$ cat config.mk
export PLATFORM = sky130hd
export DESIGN_NAME = link_top
export DESIGN_NICKNAME = d
export VERILOG_FILES = /design/src/link_pkg.sv /design/src/link_top.sv /design/src/link_decoder.sv /design/src/link_tx_arbiter.sv /design/src/uart_rx.sv /design/src/uart_tx.sv
export SDC_FILE = /design/constraint.sdc
export NUM_CORES = 1
export LEC_CHECK = 0
export ABC_AREA = 1
export BUFFER_PORTS_ARGS = -buffer_cell sky130_fd_sc_hd__clkbuf_2
export CORE_ASPECT_RATIO = 1.75
export CORE_MARGIN = 2
export CORE_UTILIZATION = 55
export CTS_CLUSTER_SIZE = 12
export DETAILED_ROUTE_END_ITERATION = 8
export GPL_TIMING_DRIVEN = 0
export PLACE_DENSITY = 0.8
export SLEW_MARGIN = 20
export SYNTH_ARGS = -nofsm -noshare
export SYNTH_HDL_FRONTEND = slang
export SYNTH_SLANG_ARGS = --single-unit
$ cat constraint.sdc
create_clock -name clk -period 2.1 [get_ports clk]
set_clock_uncertainty 0.05 [all_clocks]
set_input_delay 0.315 -clock clk [delete_from_list [all_inputs] [get_ports clk]]
set_output_delay 0.315 -clock clk [all_outputs]
set_load 0.02 [all_outputs]
$ cat src/link_pkg.sv
// Shared definitions for the inter-board message link of the shootout game.
// Holds the message opcodes, the byte layout, the Wishbone request bundle,
// the opponent record, the event pulses and the serial timing constants.
// Every other file refers to these by scoped names.

`default_nettype none

package link_pkg;

    // number of game blocks posting messages
    localparam int N_SOURCES = 4;
    localparam int SRC_W     = $clog2(N_SOURCES);

    // clock cycles per serial bit
    localparam int CLKS_PER_BIT = 16;
    localparam int BIT_CNT_W    = $clog2(CLKS_PER_BIT);

    localparam logic [BIT_CNT_W-1:0] LAST_TICK = BIT_CNT_W'(CLKS_PER_BIT - 1);
    localparam logic [BIT_CNT_W-1:0] HALF_TICK = BIT_CNT_W'(CLKS_PER_BIT / 2 - 1);

    // message opcodes in the low 3 bits of every byte
    typedef enum logic [2:0] {
        OP_CONNECT = 3'd0,  // payload[0] peer ready
        OP_KEEPER  = 3'd1,
        OP_SHOT_X  = 3'd2,
        OP_SHOT_Y  = 3'd3,
        OP_SCORE   = 3'd4,
        OP_EVENT   = 3'd5   // payload[2:0] back_to_start, is_scored, shot_taken
    } msg_op_t;

    typedef struct packed {
        logic [4:0] payload;
        msg_op_t    op;
    } link_msg_t;

    // one master's classic single write request
    typedef struct packed {
        logic      cyc;
        logic      stb;
        link_msg_t dat;
    } wb_req_t;

    // what we know about the other board
    typedef struct packed {
        logic       connected;
        logic [4:0] keeper_pos;
        logic [4:0] shot_x;
        logic [4:0] shot_y;
        logic [2:0] score;
    } remote_state_t;

    // single cycle pulses
    typedef struct packed {
        logic shot_taken;
        logic is_scored;
        logic back_to_start;
    } link_event_t;

    typedef enum logic [1:0] {
        TX_IDLE,
        TX_START,
        TX_DATA,
        TX_STOP
    } tx_state_t;

    typedef enum logic [1:0] {
        RX_IDLE,
        RX_START,
        RX_DATA,
        RX_STOP
    } rx_state_t;

endpackage

`default_nettype wire
$ cat src/link_top.sv
// Top of the message link between the two game boards.
// Four game blocks post bytes as Wishbone masters; the arbiter hands the
// single transmitter to one of them at a time. Incoming serial bytes are
// decoded into the opponent record and event pulses.

`default_nettype none

module link_top (
    input  logic                              clk,
    input  logic                              reset,
    input  link_pkg::wb_req_t                 wb_req [0:link_pkg::N_SOURCES-1],
    output logic [link_pkg::N_SOURCES-1:0]    wb_ack,
    output logic                              tx,
    input  logic                              rx,
    output link_pkg::remote_state_t           remote,
    output link_pkg::link_event_t             events,
    output logic                              msg_valid,
    output logic                              frame_err
);

    link_pkg::wb_req_t   bus_req;
    logic                bus_ack;
    logic                byte_valid;
    link_pkg::link_msg_t byte_data;

    link_tx_arbiter u_link_tx_arbiter (
        .clk,
        .reset,
        .wb_req,
        .bus_ack,
        .wb_ack,
        .bus_req
    );

    uart_tx u_uart_tx (
        .clk,
        .reset,
        .bus_req,
        .bus_ack,
        .tx
    );

    uart_rx u_uart_rx (
        .clk,
        .reset,
        .rx,
        .byte_valid,
        .byte_data,
        .frame_err
    );

    link_decoder u_link_decoder (
        .clk,
        .reset,
        .byte_valid,
        .byte_data,
        .remote,
        .events,
        .msg_valid
    );

endmodule

`default_nettype wire

$ cat src/link_decoder.sv
// Decoder for bytes arriving from the other board.
// The opcode selects which field of the opponent record takes the
// payload, or which event pulses fire. The update is registered and
// msg_valid pulses with it one cycle after byte_valid.
// Codes outside the opcode list are dropped without a msg_valid.

`default_nettype none

module link_decoder (
    input  logic                    clk,
    input  logic                    reset,
    input  logic                    byte_valid,
    input  link_pkg::link_msg_t     byte_data,
    output link_pkg::remote_state_t remote,
    output link_pkg::link_event_t   events,
    output logic                    msg_valid
);

    logic [4:0] payload;

    assign payload = byte_data.payload;

    always_ff @(posedge clk) begin
        if (reset) begin
            remote    <= '0;
            events    <= '0;
            msg_valid <= 1'b0;
        end else begin
            events    <= '0;  // pulses by default
            msg_valid <= 1'b0;
            if (byte_valid) begin
                case (byte_data.op)
                    link_pkg::OP_CONNECT: begin
                        remote.connected <= payload[0];
                        msg_valid        <= 1'b1;
                    end
                    link_pkg::OP_KEEPER: begin
                        remote.keeper_pos <= payload;
                        msg_valid         <= 1'b1;
                    end
                    link_pkg::OP_SHOT_X: begin
                        remote.shot_x <= payload;
                        msg_valid     <= 1'b1;
                    end
                    link_pkg::OP_SHOT_Y: begin
                        remote.shot_y <= payload;
                        msg_valid     <= 1'b1;
                    end
                    link_pkg::OP_SCORE: begin
                        remote.score <= payload[2:0];  // score fits in 3 bits
                        msg_valid    <= 1'b1;
                    end
                    link_pkg::OP_EVENT: begin
                        events.shot_taken    <= payload[0];
                        events.is_scored     <= payload[1];
                        events.back_to_start <= payload[2];
                        msg_valid            <= 1'b1;
                    end
                    default: ;  // codes 6 and 7 change nothing
                endcase
            end
        end
    end

endmodule

`default_nettype wire

$ cat src/link_tx_arbiter.sv
// Round-robin arbiter in front of the shared transmitter.
// With no grant active it picks the first master showing cyc and stb,
// starting one past the last winner. The grant is registered and held
// until the winner drops cyc, so a master waiting out a frame keeps the
// bus. The slave's ack goes back to the granted master only.

`default_nettype none

module link_tx_arbiter (
    input  logic                              clk,
    input  logic                              reset,
    input  link_pkg::wb_req_t                 wb_req [0:link_pkg::N_SOURCES-1],
    input  logic                              bus_ack,
    output logic [link_pkg::N_SOURCES-1:0]    wb_ack,
    output link_pkg::wb_req_t                 bus_req
);

    logic                       grant_valid;
    logic [link_pkg::SRC_W-1:0] grant_idx;
    logic [link_pkg::SRC_W-1:0] next_idx;   // search start

    logic                       pick_found;
    logic [link_pkg::SRC_W-1:0] pick_idx;

    // priority search from next_idx with the index wrapping by width
    always_comb begin
        logic [link_pkg::SRC_W-1:0] offs;
        logic [link_pkg::SRC_W-1:0] idx;
        pick_found = 1'b0;
        pick_idx   = next_idx;
        for (int i = 0; i < link_pkg::N_SOURCES; i++) begin
            offs = i[link_pkg::SRC_W-1:0];
            idx  = next_idx + offs;
            if (!pick_found && wb_req[idx].cyc && wb_req[idx].stb) begin
                pick_found = 1'b1;
                pick_idx   = idx;
            end
        end
    end

    always_ff @(posedge clk) begin
        if (reset) begin
            grant_valid <= 1'b0;
            grant_idx   <= '0;
            next_idx    <= '0;
        end else if (grant_valid) begin
            if (!wb_req[grant_idx].cyc)
                grant_valid <= 1'b0;  // cycle over
        end else if (pick_found) begin
            grant_valid <= 1'b1;
            grant_idx   <= pick_idx;
            next_idx    <= pick_idx + 1'b1;
        end
    end

    // shared bus mux
    always_comb begin
        bus_req = '0;
        if (grant_valid)
            bus_req = wb_req[grant_idx];
    end

    // ack routing
    always_comb begin
        wb_ack = '0;
        if (grant_valid)
            wb_ack[grant_idx] = bus_ack;
    end

endmodule

`default_nettype wire

$ cat src/uart_rx.sv
// 8N1 serial receiver.
// The line is synchronised, a falling edge arms the start check and the
// start bit is confirmed at half a bit. Data bits are then sampled at
// mid-bit, LSB first. A high stop bit gives a byte_valid pulse with the
// byte; a low one gives a frame_err pulse and the byte is dropped.

`default_nettype none

module uart_rx (
    input  logic                clk,
    input  logic                reset,
    input  logic                rx,
    output logic                byte_valid,
    output link_pkg::link_msg_t byte_data,
    output logic                frame_err
);

    link_pkg::rx_state_t state;

    logic rx_meta;
    logic rx_sync;
    logic rx_prev;  // for edge detect
    logic fall;

    logic [link_pkg::BIT_CNT_W-1:0] clk_cnt;
    logic [2:0]                     bit_idx;
    logic [7:0]                     shreg;

    assign fall = rx_prev && !rx_sync;

    // two flop synchroniser that idles high
    always_ff @(posedge clk) begin
        if (reset) begin
            rx_meta <= 1'b1;
            rx_sync <= 1'b1;
            rx_prev <= 1'b1;
        end else begin
            rx_meta <= rx;
            rx_sync <= rx_meta;
            rx_prev <= rx_sync;
        end
    end

    always_ff @(posedge clk) begin
        if (reset) begin
            state      <= link_pkg::RX_IDLE;
            clk_cnt    <= '0;
            bit_idx    <= '0;
            byte_valid <= 1'b0;
            frame_err  <= 1'b0;
        end else begin
            byte_valid <= 1'b0;
            frame_err  <= 1'b0;
            clk_cnt    <= clk_cnt + 1'b1;
            case (state)
                link_pkg::RX_IDLE: begin
                    clk_cnt <= '0;
                    if (fall)
                        state <= link_pkg::RX_START;
                end
                link_pkg::RX_START: begin
                    if (clk_cnt == link_pkg::HALF_TICK) begin
                        clk_cnt <= '0;
                        bit_idx <= '0;
                        // glitch if the line is back high
                        state   <= rx_sync ? link_pkg::RX_IDLE : link_pkg::RX_DATA;
                    end
                end
                link_pkg::RX_DATA: begin
                    if (clk_cnt == link_pkg::LAST_TICK) begin
                        bit_idx <= bit_idx + 1'b1;
                        if (bit_idx == 3'd7)
                            state <= link_pkg::RX_STOP;
                    end
                end
                default: begin
                    if (clk_cnt == link_pkg::LAST_TICK) begin
                        byte_valid <= rx_sync;
                        frame_err  <= !rx_sync;
                        state      <= link_pkg::RX_IDLE;
                    end
                end
            endcase
        end
    end

    // data shifter and output byte
    always_ff @(posedge clk) begin
        if (state == link_pkg::RX_DATA && clk_cnt == link_pkg::LAST_TICK)
            shreg <= {rx_sync, shreg[7:1]};
        if (state == link_pkg::RX_STOP && clk_cnt == link_pkg::LAST_TICK && rx_sync)
            byte_data <= link_pkg::link_msg_t'(shreg);
    end

endmodule

`default_nettype wire

$ cat src/uart_tx.sv
// 8N1 serial transmitter with a Wishbone classic slave front end.
// A byte is taken only while idle; the ack pulses for one cycle and the
// start bit follows in the next cycle. A request that shows up mid-frame
// simply waits on the bus until the line is free again.

`default_nettype none

module uart_tx (
    input  logic              clk,
    input  logic              reset,
    input  link_pkg::wb_req_t bus_req,
    output logic              bus_ack,
    output logic              tx
);

    link_pkg::tx_state_t state;

    logic [link_pkg::BIT_CNT_W-1:0] clk_cnt;
    logic [2:0]                     bit_idx;
    logic [7:0]                     shreg;

    logic take;     // new byte accepted this cycle
    logic bit_end;  // last cycle of a bit period

    assign take    = (state == link_pkg::TX_IDLE) && bus_req.cyc && bus_req.stb;
    assign bit_end = (clk_cnt == link_pkg::LAST_TICK);

    always_ff @(posedge clk) begin
        if (reset) begin
            state   <= link_pkg::TX_IDLE;
            clk_cnt <= '0;
            bit_idx <= '0;
            bus_ack <= 1'b0;
            tx      <= 1'b1;
        end else begin
            bus_ack <= 1'b0;
            clk_cnt <= bit_end ? '0 : clk_cnt + 1'b1;
            case (state)
                link_pkg::TX_IDLE: begin
                    tx      <= 1'b1;
                    clk_cnt <= '0;
                    if (take) begin
                        bus_ack <= 1'b1;
                        state   <= link_pkg::TX_START;
                    end
                end
                link_pkg::TX_START: begin
                    tx <= 1'b0;
                    if (bit_end) begin
                        bit_idx <= '0;
                        state   <= link_pkg::TX_DATA;
                    end
                end
                link_pkg::TX_DATA: begin
                    tx <= shreg[0];  // lsb first
                    if (bit_end) begin
                        bit_idx <= bit_idx + 1'b1;
                        if (bit_idx == 3'd7)
                            state <= link_pkg::TX_STOP;
                    end
                end
                default: begin
                    tx <= 1'b1;  // stop bit
                    if (bit_end)
                        state <= link_pkg::TX_IDLE;
                end
            endcase
        end
    end

    // payload shifter
    always_ff @(posedge clk) begin
        if (take)
            shreg <= bus_req.dat;
        else if (state == link_pkg::TX_DATA && bit_end)
            shreg <= {1'b0, shreg[7:1]};
    end

endmodule

`default_nettype wire

Yosys cells after proc, flatten, opt, wreduce, memory -nomap -nowiden
Index checks and enable logic that the tools add are counted.
Storage, ports and cells
  register bits: 77
Cells by class
  $add $sub $neg: 8
  equal/unequal tests: 23
  magnitude comparators: 7
  mux-type cells: 55
  bitwise gates (word level): 11
  reductions and logical operators: 43
Operators by type and width (count)
  two-way mux 10 bit: 11
  binary-select mux 10 bit (select 2 bit): 5
  two-way mux 2 bit: 14
  two-way mux 8 bit: 2
  != test 2 x 1 -> 1 bit, second input constant: 8
  greater-or-equal comparator 3 bit, second input constant: 5
  logical AND 1 bit: 15
  NOT 2 -> 3 bit: 5
  == test 3 bit, second input constant: 4
  two-way mux 3 bit: 4
  case mux 2 bit (3 select lines): 2
  case mux 3 bit (2 select lines): 2
  AND reduction 2 bit: 6
  two-way mux 1 bit: 10
  AND reduction 5 bit: 2
  adder 4 x 1 -> 4 bit, second input constant: 2
  == test 4 bit, second input constant: 2
  two-way mux 4 bit: 2
  case mux 4 bit (2 select lines): 1
  nonzero test 2 bit: 4
  adder 3 x 1 -> 3 bit, second input constant: 2
  == test 2 bit, second input constant: 3
  == test 3 x 2 -> 1 bit, second input constant: 2
  AND reduction 3 bit: 2
  other kinds (19): 32

Logic depth before layout (Yosys ltp)
Gate-level depths: netlist of the first run.
  depth in word-level cells: 20
  gate-level depth with buffers: 16

Modules after synthesis
Synthesis of the first run repeated with hierarchy kept, for this count alone.
Unflattened totals
  cells, all modules: 461
  area total of the unflattened synthesis: 3777.4 um^2
Modules (own cells, without submodules)
  uart_rx: area each 1168.6 um^2, cells each 104, instances 1
  link_decoder: area each 949.7 um^2, cells each 133, instances 1
  uart_tx: area each 855.8 um^2, cells each 86, instances 1
  link_tx_arbiter: area each 803.3 um^2, cells each 138, instances 1

Least setup slack after synthesis of the first run
Ideal clock, no wire load.
  path kind: reg2reg
  start point: register u_uart_tx.clk_cnt[0] (netlist bit)
  end point: register u_uart_tx.shreg[0], enable pin
  path slack: 0.314 ns
  buffers on the path: 0
  clock period less this slack: 1.786 ns
  data arrival time: 1.352 ns
  stages on the path, launching flop included: 6
  path through: dfxtp_1 -> ha_1 -> nand2_1 -> nor2_1 -> inv_1 -> o21ai_0
On the way
  longest elaborated chain between the ends: 3
RTL lines
  start, declared: RTL line uart_tx.sv:18  | logic [link_pkg::BIT_CNT_W-1:0] clk_cnt;
  start signal, assigned: RTL line uart_tx.sv:37  | clk_cnt <= bit_end ? '0 : clk_cnt + 1'b1;
  == test 4 bit: RTL line uart_tx.sv:26  | assign bit_end = (clk_cnt == link_pkg::LAST_TICK);
  logical AND 1 bit: RTL line uart_tx.sv:75  | else if (state == link_pkg::TX_DATA && bit_end)
  nonzero test 2 bit (no line)
  end signal, assigned: RTL line uart_tx.sv:74  | shreg <= bus_req.dat;
  end signal, assigned: RTL line uart_tx.sv:76  | shreg <= {1'b0, shreg[7:1]};
  end, declared: RTL line uart_tx.sv:20  | logic [7:0] shreg;
Every way passes these cells.
A chain may end at the register's enable or synchronous reset.

Final worst setup path of the first run
  start point: register u_link_tx_arbiter.grant_idx[0] (netlist bit)
  end point: register u_uart_tx.shreg[1], enable pin
On the way
  longest elaborated chain between the ends: 8
RTL lines
  start, declared: RTL line link_tx_arbiter.sv:19  | logic [link_pkg::SRC_W-1:0] grant_idx;
  start signal, assigned: RTL line link_tx_arbiter.sv:51  | grant_idx <= pick_idx;
  NOT 2 -> 3 bit (implied by the code) *: RTL line link_tx_arbiter.sv:60  | bus_req = wb_req[grant_idx];
  binary-select mux 10 bit (select 2 bit) *: RTL line link_tx_arbiter.sv:60
  two-way mux 10 bit (implied by the code) * (2 in series): RTL line link_tx_arbiter.sv:60
  two-way mux 10 bit *: RTL line link_tx_arbiter.sv:59  | if (grant_valid)
  logical AND 1 bit: RTL line uart_tx.sv:25  | assign take = (state == link_pkg::TX_IDLE) && bus_req.cyc && bus_req.stb;
  logical AND 1 bit *: RTL line uart_tx.sv:25
  nonzero test 2 bit (no line) *
Every way passes the cells marked *; elsewhere a longest branch is shown, timed or not. The select of a mux whose other input is x is not followed.

==> results of run 1 <==
## layer usage
layer  GRT usage (%)  vias up
li1                -     1538
met1            22.7     1382
met2            41.5       83
met3            4.57       15
met4            10.8        0
met5               0        -
## flip-flops by register name (all words and copies together), names as in the netlist, 2 cells and up, named ones only
register                     count
u_uart_tx.bit_idx                3
u_uart_rx.shreg                  8
u_uart_tx.shreg                  8
u_uart_rx.bit_idx                3
u_uart_rx.state                  2
u_link_decoder.events            3
u_uart_rx.byte_data              8
u_uart_tx.state                  2
u_uart_rx.clk_cnt                4
u_uart_tx.clk_cnt                4
u_link_tx_arbiter.grant_idx      2
u_link_decoder.remote           19
## final cells by class
class | count | share of cell area, %
Timing Repair Buffer | 70 | 8.20
Inverter | 46 | 4.28
Tap cell | 80 | 2.34
Clock buffer | 10 | 3.22
Sequential cell | 77 | 41.7
Clock inverter | 6 | 2.55
Multi-Input combinational cell | 279 | 36.3
Buffer | 8 | 1.41
## placed cells by master (no fill, tap or decap), drive strengths merged, types with 8 or more instances in the layout
cell type,n
a22oi,8
o21ai,29
edfxtp,24
nor2,59
a21oi,27
dfxtp,53
ha,13
inv,47
clkbuf,84
nand3,22
nand2,86
## critical path, cell delays in order (launching register included)
cell,delay [ps]
dfxtp_1,330
inv_2,70
nand2_1,80
inv_2,150
nand2_1,70
nand4_1,100
and2_1,160
nand2_2,120
o21ai_1,390
## where the power goes
group / switching (uW) / internal [uW] / total (uW)
registers: 63.8 / 1660 / 1720
clock network: 522 / 821 / 1340
logic: 962 / 538 / 1500
## worst paths after layout
kind / startpoint / end / slack, ps / cells past startpoint
hold reg to reg: u_uart_rx.shreg[0] / u_uart_rx.byte_data[0] / 380 / 0
hold / removal: rx / u_uart_rx.rx_meta / 90 / 2
setup / recovery: u_link_tx_arbiter.grant_idx[0] / u_uart_tx.shreg[1] / 190 / 8
setup reg to reg: u_link_tx_arbiter.grant_idx[0] / u_uart_tx.shreg[1] / 190 / 8
## kinds of logic (layout without fill, tap and decap cells)
family / count (synthesis) / after routing / share of synthesized area (%)
simple gates: 184 / 184 / 24.2
buf+inv: 54 / 140 / 6.79
compound gates: 82 / 82 / 14.6
flops: 77 / 77 / 49.8
fa+ha+maj: 13 / 13 / 4.55
## cells in the mapped netlist (all sizes together)
library cell,instances,area [um2]
nor2,59,234
a22oi,8,60.1
o21bai,1,7.51
o211a,1,10.0
buf,4,45.0
nor3b,1,7.51
a41oi,7,83.8
nand2,86,373
a31oi,3,18.8
nand3b,1,11.3
nand4,7,50.1
nand3,22,133
o21ai,29,160
and2,1,6.26
a21oi,27,135
edfxtp,24,721
a311oi,2,17.5
ha,13,163
clkbuf,4,15.0
or2,4,25.0
nor3,3,25.0
a211oi,4,30.0
dfxtp,53,1060
inv,46,183
## per-stage QoR
stage | setup slack (ps) | instances | power [uW] | util, % | hold WS [ps]
2_1_floorplan | 314 | 410 | 2950 | - | 339
3_3_place_gp | 94.6 | 560 | 3200 | 64.6 | 346
3_5_place_dp | 53.7 | 560 | 3250 | 64.6 | 356
4_1_cts | 192 | 576 | 4590 | 68.6 | 82.3
5_1_grt | 52.9 | 576 | 4840 | 68.6 | 85.2
6_report | 193 | 576 | 4560 | 68.6 | 94.8
==> flow_summary.yaml, run 1 <==
clock_network:
  cts_tree: "done"
  root_buffer: "clkbuf_8"
  cts_buffers: 9
  clk_latency_ps: 350
  clock-sinks: 77
  clockBufferDepth: 2
  htree_levels: 3
  post_cts_resized: 1
  post_cts_buffers: 0
  clkTransAtPathRegs_ps: 80
  cts_hold_buf: 0
die:
  rows: 38
  placeableCoreArea_um2: 6230
  die_y_um: 111
  die_w_um: 64.9
  io_pins: 72
  design.die.area_um2: 7190
  start_util_pct: 57.4
route:
  dr_total_vias: 3018
  wl_met1_mm: 2.94
  wire_per_inst_um: 13.2
  route.met3.wl_um: 374
  drt-initial-drc-count: 133
  dr_wl_met2_mm: 4.11
  viasPerCell: 5.24
  drt-pass1-iter-count: 4
  highest_layer: "met4"
  final_antenna_net_count: 0
  routed_wl_mm: 7.61
  drcViolationCount: 0
finish:
  diodes: 0
  multi_input_area_um2: 1550
  seq_area_um2: 1780
  area_growth_pct: 19.5
  layout-drive-gt1-share_pct: 27.2
  num-fill-cells: 509
  final_area_um2: 4270
  final_net_count: 547
synthesis:
  avgSynthCellArea_um2: 8.72
  synth_area_um2: 3570
  postSynthCellCount: 410
  ys_warn_count: 0
  synth_fp_nets: 466
  synth_seq_area_share_pct: 49.8
  ys_seq_elements: 77
  yosysUniqueCellTypes: 38
critical_path:
  worstPathArrival_ps: 1840
  cp-end-kind: "register"
  crit_path_start_kind: "register"
  cp.required_ps: 2040
  path_max_fanout: 9
  crit_type: "reg2reg"
power_and_ir_drop:
  p_per_area_nw_per_um2: 1070
  leakagePower_uw: 0.00189
  ir_worst_vdd_mv: 0.754
timing:
  hold_viol: 0
  setup_tns_ps: 0
  drv_slew: 0
  rsz0062_at_grt: "no"
  tightest_slew_ps: 665
  slew_headroom_pct: 55.4
  period_share_pct: 90.8
  setup_violations: 0
  finalCriticalPeriod_ps: 1910
  max_freq_ghz: 0.524
outcome:
  status: "complete, no violations"
global_routing:
  grt_overflow: 0
  grt_pass1_vias: 2934
  gr-usage-all-layers_pct: 22.3
  antenna_found_initial: 0
  grt_pass1_wl_mm: 12.5
  grt_max_degree: 14
placement:
  portBuffers: 70
  globalplace.congestion: 0.837
  hpwl_mm: 5.71
  placed_cell_area_um2: 4030
worst_hold_path:
  hold_class: "in2reg"
job:
  cap_violations: 0
(Power assumes the default switching activity.)
==> run 2: changes to the inputs <==
--- a/config.mk
+++ b/config.mk
@@ -7,12 +7,15 @@
 export LEC_CHECK = 0
 export ABC_AREA = 1
 export BUFFER_PORTS_ARGS = -buffer_cell sky130_fd_sc_hd__clkbuf_2
+export CELL_PAD_IN_SITES_DETAIL_PLACEMENT = 0
+export CELL_PAD_IN_SITES_GLOBAL_PLACEMENT = 1
 export CORE_ASPECT_RATIO = 1.75
 export CORE_MARGIN = 2
-export CORE_UTILIZATION = 55
+export CORE_UTILIZATION = 41
 export CTS_CLUSTER_SIZE = 12
 export DETAILED_ROUTE_END_ITERATION = 8
 export GPL_TIMING_DRIVEN = 0
+export HOLD_SLACK_MARGIN = 0.12
 export PLACE_DENSITY = 0.8
 export SLEW_MARGIN = 20
 export SYNTH_ARGS = -nofsm -noshare
==> run 2 against run 1 <==
  * Die area is 32% higher
  * Clock power up 18%
  * Fmax is 2.6% higher
  * Critical path depth fell by 3
  * Highest routed layer unchanged
  * Wire length rose by 6.9%
  * Setup slack gained 48 ps
  * Register-to-register slack better by 50 ps
  * Power grew 5.5%
  * Non-clock buffer count rose by 1
  * Cell count up 6.6%
  * Flip-flop and latch count unchanged
  * Combinational power about the same
==> flow_summary.yaml, run 2 (synthesis results as in run 1) <==
finish:
  area_growth_pct: 22.9
  final_cell_mix: "70 x nand2_1, 70 x clkbuf_2, 56 x nor2_1, 53 x dfxtp_1, 36 x inv_1"
  final_net_count: 548
  largest_reg_flops: 19
  layout-drive-gt1-share_pct: 26.8
  diodes: 0
  num-fill-cells: 852
  top_register: "u_link_decoder.remote"
route:
  viasPerCell: 4.93
  drt-initial-drc-count: 125
  drcViolationCount: 0
  dr_total_vias: 3026
  drt-pass1-iter-count: 4
  wire_per_inst_um: 13.2
  final_antenna_net_count: 0
  routed_wl_mm: 8.13
critical_path:
  r2r_setup_slack_ps: 240
  path_max_fanout: 8
  critical_path.top_delay_family: "simple AND/OR/NAND/NOR gates"
  cp.required_ps: 2010
  max_stage_delay_ps: 520
  path_buf_inv: 1
  cp_slowest_cell: "nor2_1"
  crit_path_start_kind: "register"
  worstPathArrival_ps: 1770
  cp_cell_sequence: "ha_1 > nand2_1 > nor2_1 > inv_1 > nor2_1"
  cp-end-kind: "register"
  crit_type: "reg2reg"
  path_common_cell: "nor2_1"
die:
  start_util_pct: 41.8
  die_w_um: 74.6
  placeableCoreArea_um2: 8560
  rows: 45
  design.die.area_um2: 9510
  io_pins: 72
  die_y_um: 128
power_and_ir_drop:
  p_clk_share_pct: 32.8
  power_switching_uw: 1590
  seqPwrFrac_pct: 35.8
  internal_power_uw: 3230
  p_per_area_nw_per_um2: 1100
  combPwrFrac_pct: 31.4
  leakagePower_uw: 0.00192
  ir_worst_vdd_mv: 0.686
  swShare_pct: 33.0
  totalPowerFinal_uw: 4820
job:
  cap_violations: 0
global_routing:
  gr-usage-all-layers_pct: 18.2
  grt_overflow: 0
  grt_pass1_wl_mm: 13.2
  antenna_found_initial: 0
  grt_max_degree: 13
  grt_pass1_vias: 3005
timing:
  slew_headroom_pct: 55.4
  period_share_pct: 88.5
  setup_tns_ps: 0
  tightest_slew_ps: 666
  setup_violations: 0
  rsz0062_at_grt: "no"
  finalCriticalPeriod_ps: 1860
  max_freq_ghz: 0.538
  hold_viol: 0
  hold_ws_ps: 321
  drv_slew: 0
clock_network:
  htree_levels: 3
  cts_tree: "done"
  clk_latency_ps: 330
  clockBufferDepth: 2
  root_buffer: "clkbuf_16"
  post_cts_buffers: 0
  cts_buffers: 9
  clkTransAtPathRegs_ps: 60
  clock-sinks: 77
placement:
  hpwl_mm: 6.32
  globalplace.congestion: 0.792
  portBuffers: 70
outcome:
  status: "complete, no violations"
worst_hold_path:
  hold_class: "in2reg"
==> run 2: path summary, 6_finish.rpt <==
| path | from | cells after the start | end |
|---|---|---|---|
| setup / recovery | u_uart_rx.clk_cnt[0] | 5 | u_uart_rx.byte_data[0] |
| hold reg to reg | u_uart_rx.rx_meta | 1 | u_uart_rx.rx_sync |
| setup reg to reg | u_uart_rx.clk_cnt[0] | 5 | u_uart_rx.byte_data[0] |
| hold / removal | wb_req[14] | 3 | u_uart_tx.shreg[4] |
==> run 2: worst min-delay path: cells and delay by family <==
family | cells | cell delay (ps)
buffers and inverters | 1 | 80
AND/OR/NAND/NOR | 1 | 50
AO/OA/AOI/OAI | 1 | 140
==> run 2: power by group through the flow <==
stage | Combinational, uW | Sequential, uW | Clock, uW
4_1_cts | 1530 | 1720 | 1610
6_report | 1510 | 1720 | 1580
2_1_floorplan | 1200 | 1750 | 0
3_3_place_gp | 1490 | 1750 | 0
5_1_grt | 1720 | 1740 | 1660
3_5_place_dp | 1520 | 1760 | 0
==> run 2: final cells by class <==
class	count	area (um2)	area share, %
Sequential cell	77	1780	40.6
Multi-Input combinational cell	279	1550	35.4
Timing Repair Buffer	71	360	8.21
Clock buffer	10	229	5.21
Inverter	46	183	4.16
Tap cell	117	146	3.33
Clock inverter	6	77.6	1.77
Buffer	8	60.1	1.37
==> run 2: per-layer routing <==
layer | share of wire [%] | vias to the layer above | GRT usage (%)
li1 | - | 1549 | -
met1 | 38 | 1375 | 18.0
met2 | 53 | 80 | 33.7
met3 | 5.2 | 22 | 4.89
met4 | 3.1 | 0 | 8.61
met5 | 0 | - | 0
==> run 2: what timing repair did <==
item / in CTS / in global routing
pin swaps: 0 / 0
hold buffers: 1 / 0
hold endpoints to repair: 1 / 0
endpoints found under the setup margin: 8 / 8
resized for setup: 1 / 1
==> run 2: metrics by stage <==
stage / cell area, um2 / std cells / utilization, % / worst slack, ps
after global placement: 4070 / 597 / 47.6 / 63.5
after floorplan: 3570 / 410 / - / 314
final: 4390 / 614 / 51.3 / 241
after detailed placement: 4070 / 597 / 47.6 / -2.53
after CTS: 4390 / 614 / 51.3 / 148
after global routing: 4390 / 614 / 51.3 / 45.1
==> run 3: changes to the inputs <==
--- a/config.mk
+++ b/config.mk
@@ -10,7 +10,6 @@
 export CELL_PAD_IN_SITES_DETAIL_PLACEMENT = 0
 export CELL_PAD_IN_SITES_GLOBAL_PLACEMENT = 1
 export CORE_ASPECT_RATIO = 1.75
-export CORE_MARGIN = 2
 export CORE_UTILIZATION = 41
 export CTS_CLUSTER_SIZE = 12
 export DETAILED_ROUTE_END_ITERATION = 8
==> run 3 against run 2 <==
  * First-iteration DRC count fell by 16%
  * Critical path depth did not move
  * Combinational power barely moved
==> flow_summary.yaml, run 3 (synthesis results as in run 1) <==
outcome:
  status: "complete, no violations"
critical_path:
  max_stage_delay_ps: 550
  cp.required_ps: 2010
  crit_type: "reg2reg"
  cp_cell_sequence: "ha_1 > nand2_1 > nor2_1 > inv_1 > nor2_1"
  path_buf_inv: 1
  worstPathArrival_ps: 1770
  cp-end-kind: "register"
  crit_path_start_kind: "register"
  path_max_fanout: 8
  cp_slowest_cell: "nor2_1"
  path_common_cell: "nor2_1"
  critical_path.top_delay_family: "simple AND/OR/NAND/NOR gates"
timing:
  max_freq_ghz: 0.538
  rsz0062_at_grt: "no"
  slew_headroom_pct: 53.3
  period_share_pct: 88.6
  setup_violations: 0
  tightest_slew_ps: 698
  drv_slew: 0
  hold_viol: 0
  finalCriticalPeriod_ps: 1860
finish:
  diodes: 0
  top_register: "u_link_decoder.remote"
  area_growth_pct: 22.1
  seq_area_um2: 1780
  layout-drive-gt1-share_pct: 27.4
  final_net_count: 548
  num-fill-cells: 839
  largest_reg_flops: 19
  final_area_um2: 4360
  final_cell_mix: "70 x nand2_1, 70 x clkbuf_2, 56 x nor2_1, 53 x dfxtp_1, 36 x inv_1"
  post-route-util_pct: 52.2
  multi_input_area_um2: 1550
global_routing:
  grt_overflow: 0
  grt_pass1_wl_mm: 12.7
  grt_pass1_vias: 2805
  gr-usage-all-layers_pct: 18.2
  grt_max_degree: 15
  antenna_found_initial: 0
clock_network:
  clk_latency_ps: 330
  htree_levels: 3
  clock-sinks: 77
  post_cts_buffers: 0
  cts_tree: "done"
  root_buffer: "clkbuf_16"
  cts_buffers: 9
  clkTransAtPathRegs_ps: 60
  clockBufferDepth: 2
die:
  start_util_pct: 42.7
  die_y_um: 126
  die_w_um: 72.6
  placeableCoreArea_um2: 8370
  rows: 44
  io_pins: 72
  design.die.area_um2: 9110
placement:
  portBuffers: 70
  globalplace.congestion: 0.767
  placed_cell_area_um2: 4070
  hpwl_mm: 6.14
route:
  route.met3.wl_um: 371
  highest_layer: "met4"
  viasPerCell: 4.90
  drt-pass1-iter-count: 4
  routed_wl_mm: 7.78
  final_antenna_net_count: 0
  wire_per_inst_um: 12.7
  dr_wl_met2_mm: 4.18
  wl_met1_mm: 3.10
  dr_total_vias: 2997
  drt-initial-drc-count: 105
  drcViolationCount: 0
power_and_ir_drop:
  ir_worst_vdd_mv: 0.816
  leakagePower_uw: 0.00191
  p_per_area_nw_per_um2: 1070
job:
  cap_violations: 0
worst_hold_path:
  hold_class: "in2reg"
run 3: cell count changes in the layout (fill, tap and decap cells not counted), sizes merged:
| cell | before | now |
|---|---|---|
| clkinvlp | 0 | 1 |
| inv | 46 | 50 |
| bufinv | 2 | 0 |
| clkinv | 4 | 1 |
run 3: what timing repair did:
item | CTS | global route
hold buffers | 1 | 0
gates cloned | 0 | 0
gates resized for setup | 1 | 1
endpoints found under the hold margin | 1 | 0
endpoints found under the setup margin | 8 | 8
run 3: through the flow:
step | total power, uW | instances | hold WS, ps | setup slack, ps | TNS (ps)
finish | 4660 | 612 | 317 | 240 | 0
global route | 4990 | 612 | 333 | 60.2 | 0
CTS | 4720 | 612 | 306 | 151 | 0
detailed placement | 3270 | 595 | 348 | -43.3 | -345
global placement | 3230 | 595 | 345 | 51.1 | 0
floorplan | 2950 | 410 | 339 | 314 | 0
run 3: worst paths after layout:
path                   startpoint                      to  slack [ps]  cells past startpoint
max reg2reg  u_uart_rx.clk_cnt[0]  u_uart_rx.byte_data[0]         240                      5
min                     wb_req[7]      u_uart_tx.shreg[7]         320                      3
min reg2reg     u_uart_rx.rx_meta       u_uart_rx.rx_sync         360                      1
max          u_uart_rx.clk_cnt[0]  u_uart_rx.byte_data[0]         240                      5
run 3: where the power goes:
part	switching (uW)	internal (uW)	leakage, uW
clock network	599	838	0.000140
registers	63.4	1660	0.000646
logic	964	538	0.00112
run 3: metal layers:
layer | GRT usage [%] | up-vias
li1 | - | 1548
met1 | 18.7 | 1357
met2 | 33.9 | 82
met3 | 4.27 | 10
met4 | 7.84 | 0
met5 | 0 | -
run 3: cell type report:
cell class                      instances  share of cell area, %
Multi-Input combinational cell        279                   35.6
Timing Repair Buffer                   71                   8.26
Clock inverter                          6                  0.975
Inverter                               46                   4.19
Clock buffer                           10                   5.48
Tap cell                              115                   3.30
Buffer                                  8                   1.38
Sequential cell                        77                   40.8
run 3: tightest hold or removal path: stages:
cell	delay, ps
clkbuf_2	80
nand2_1	50
a31oi_1	80
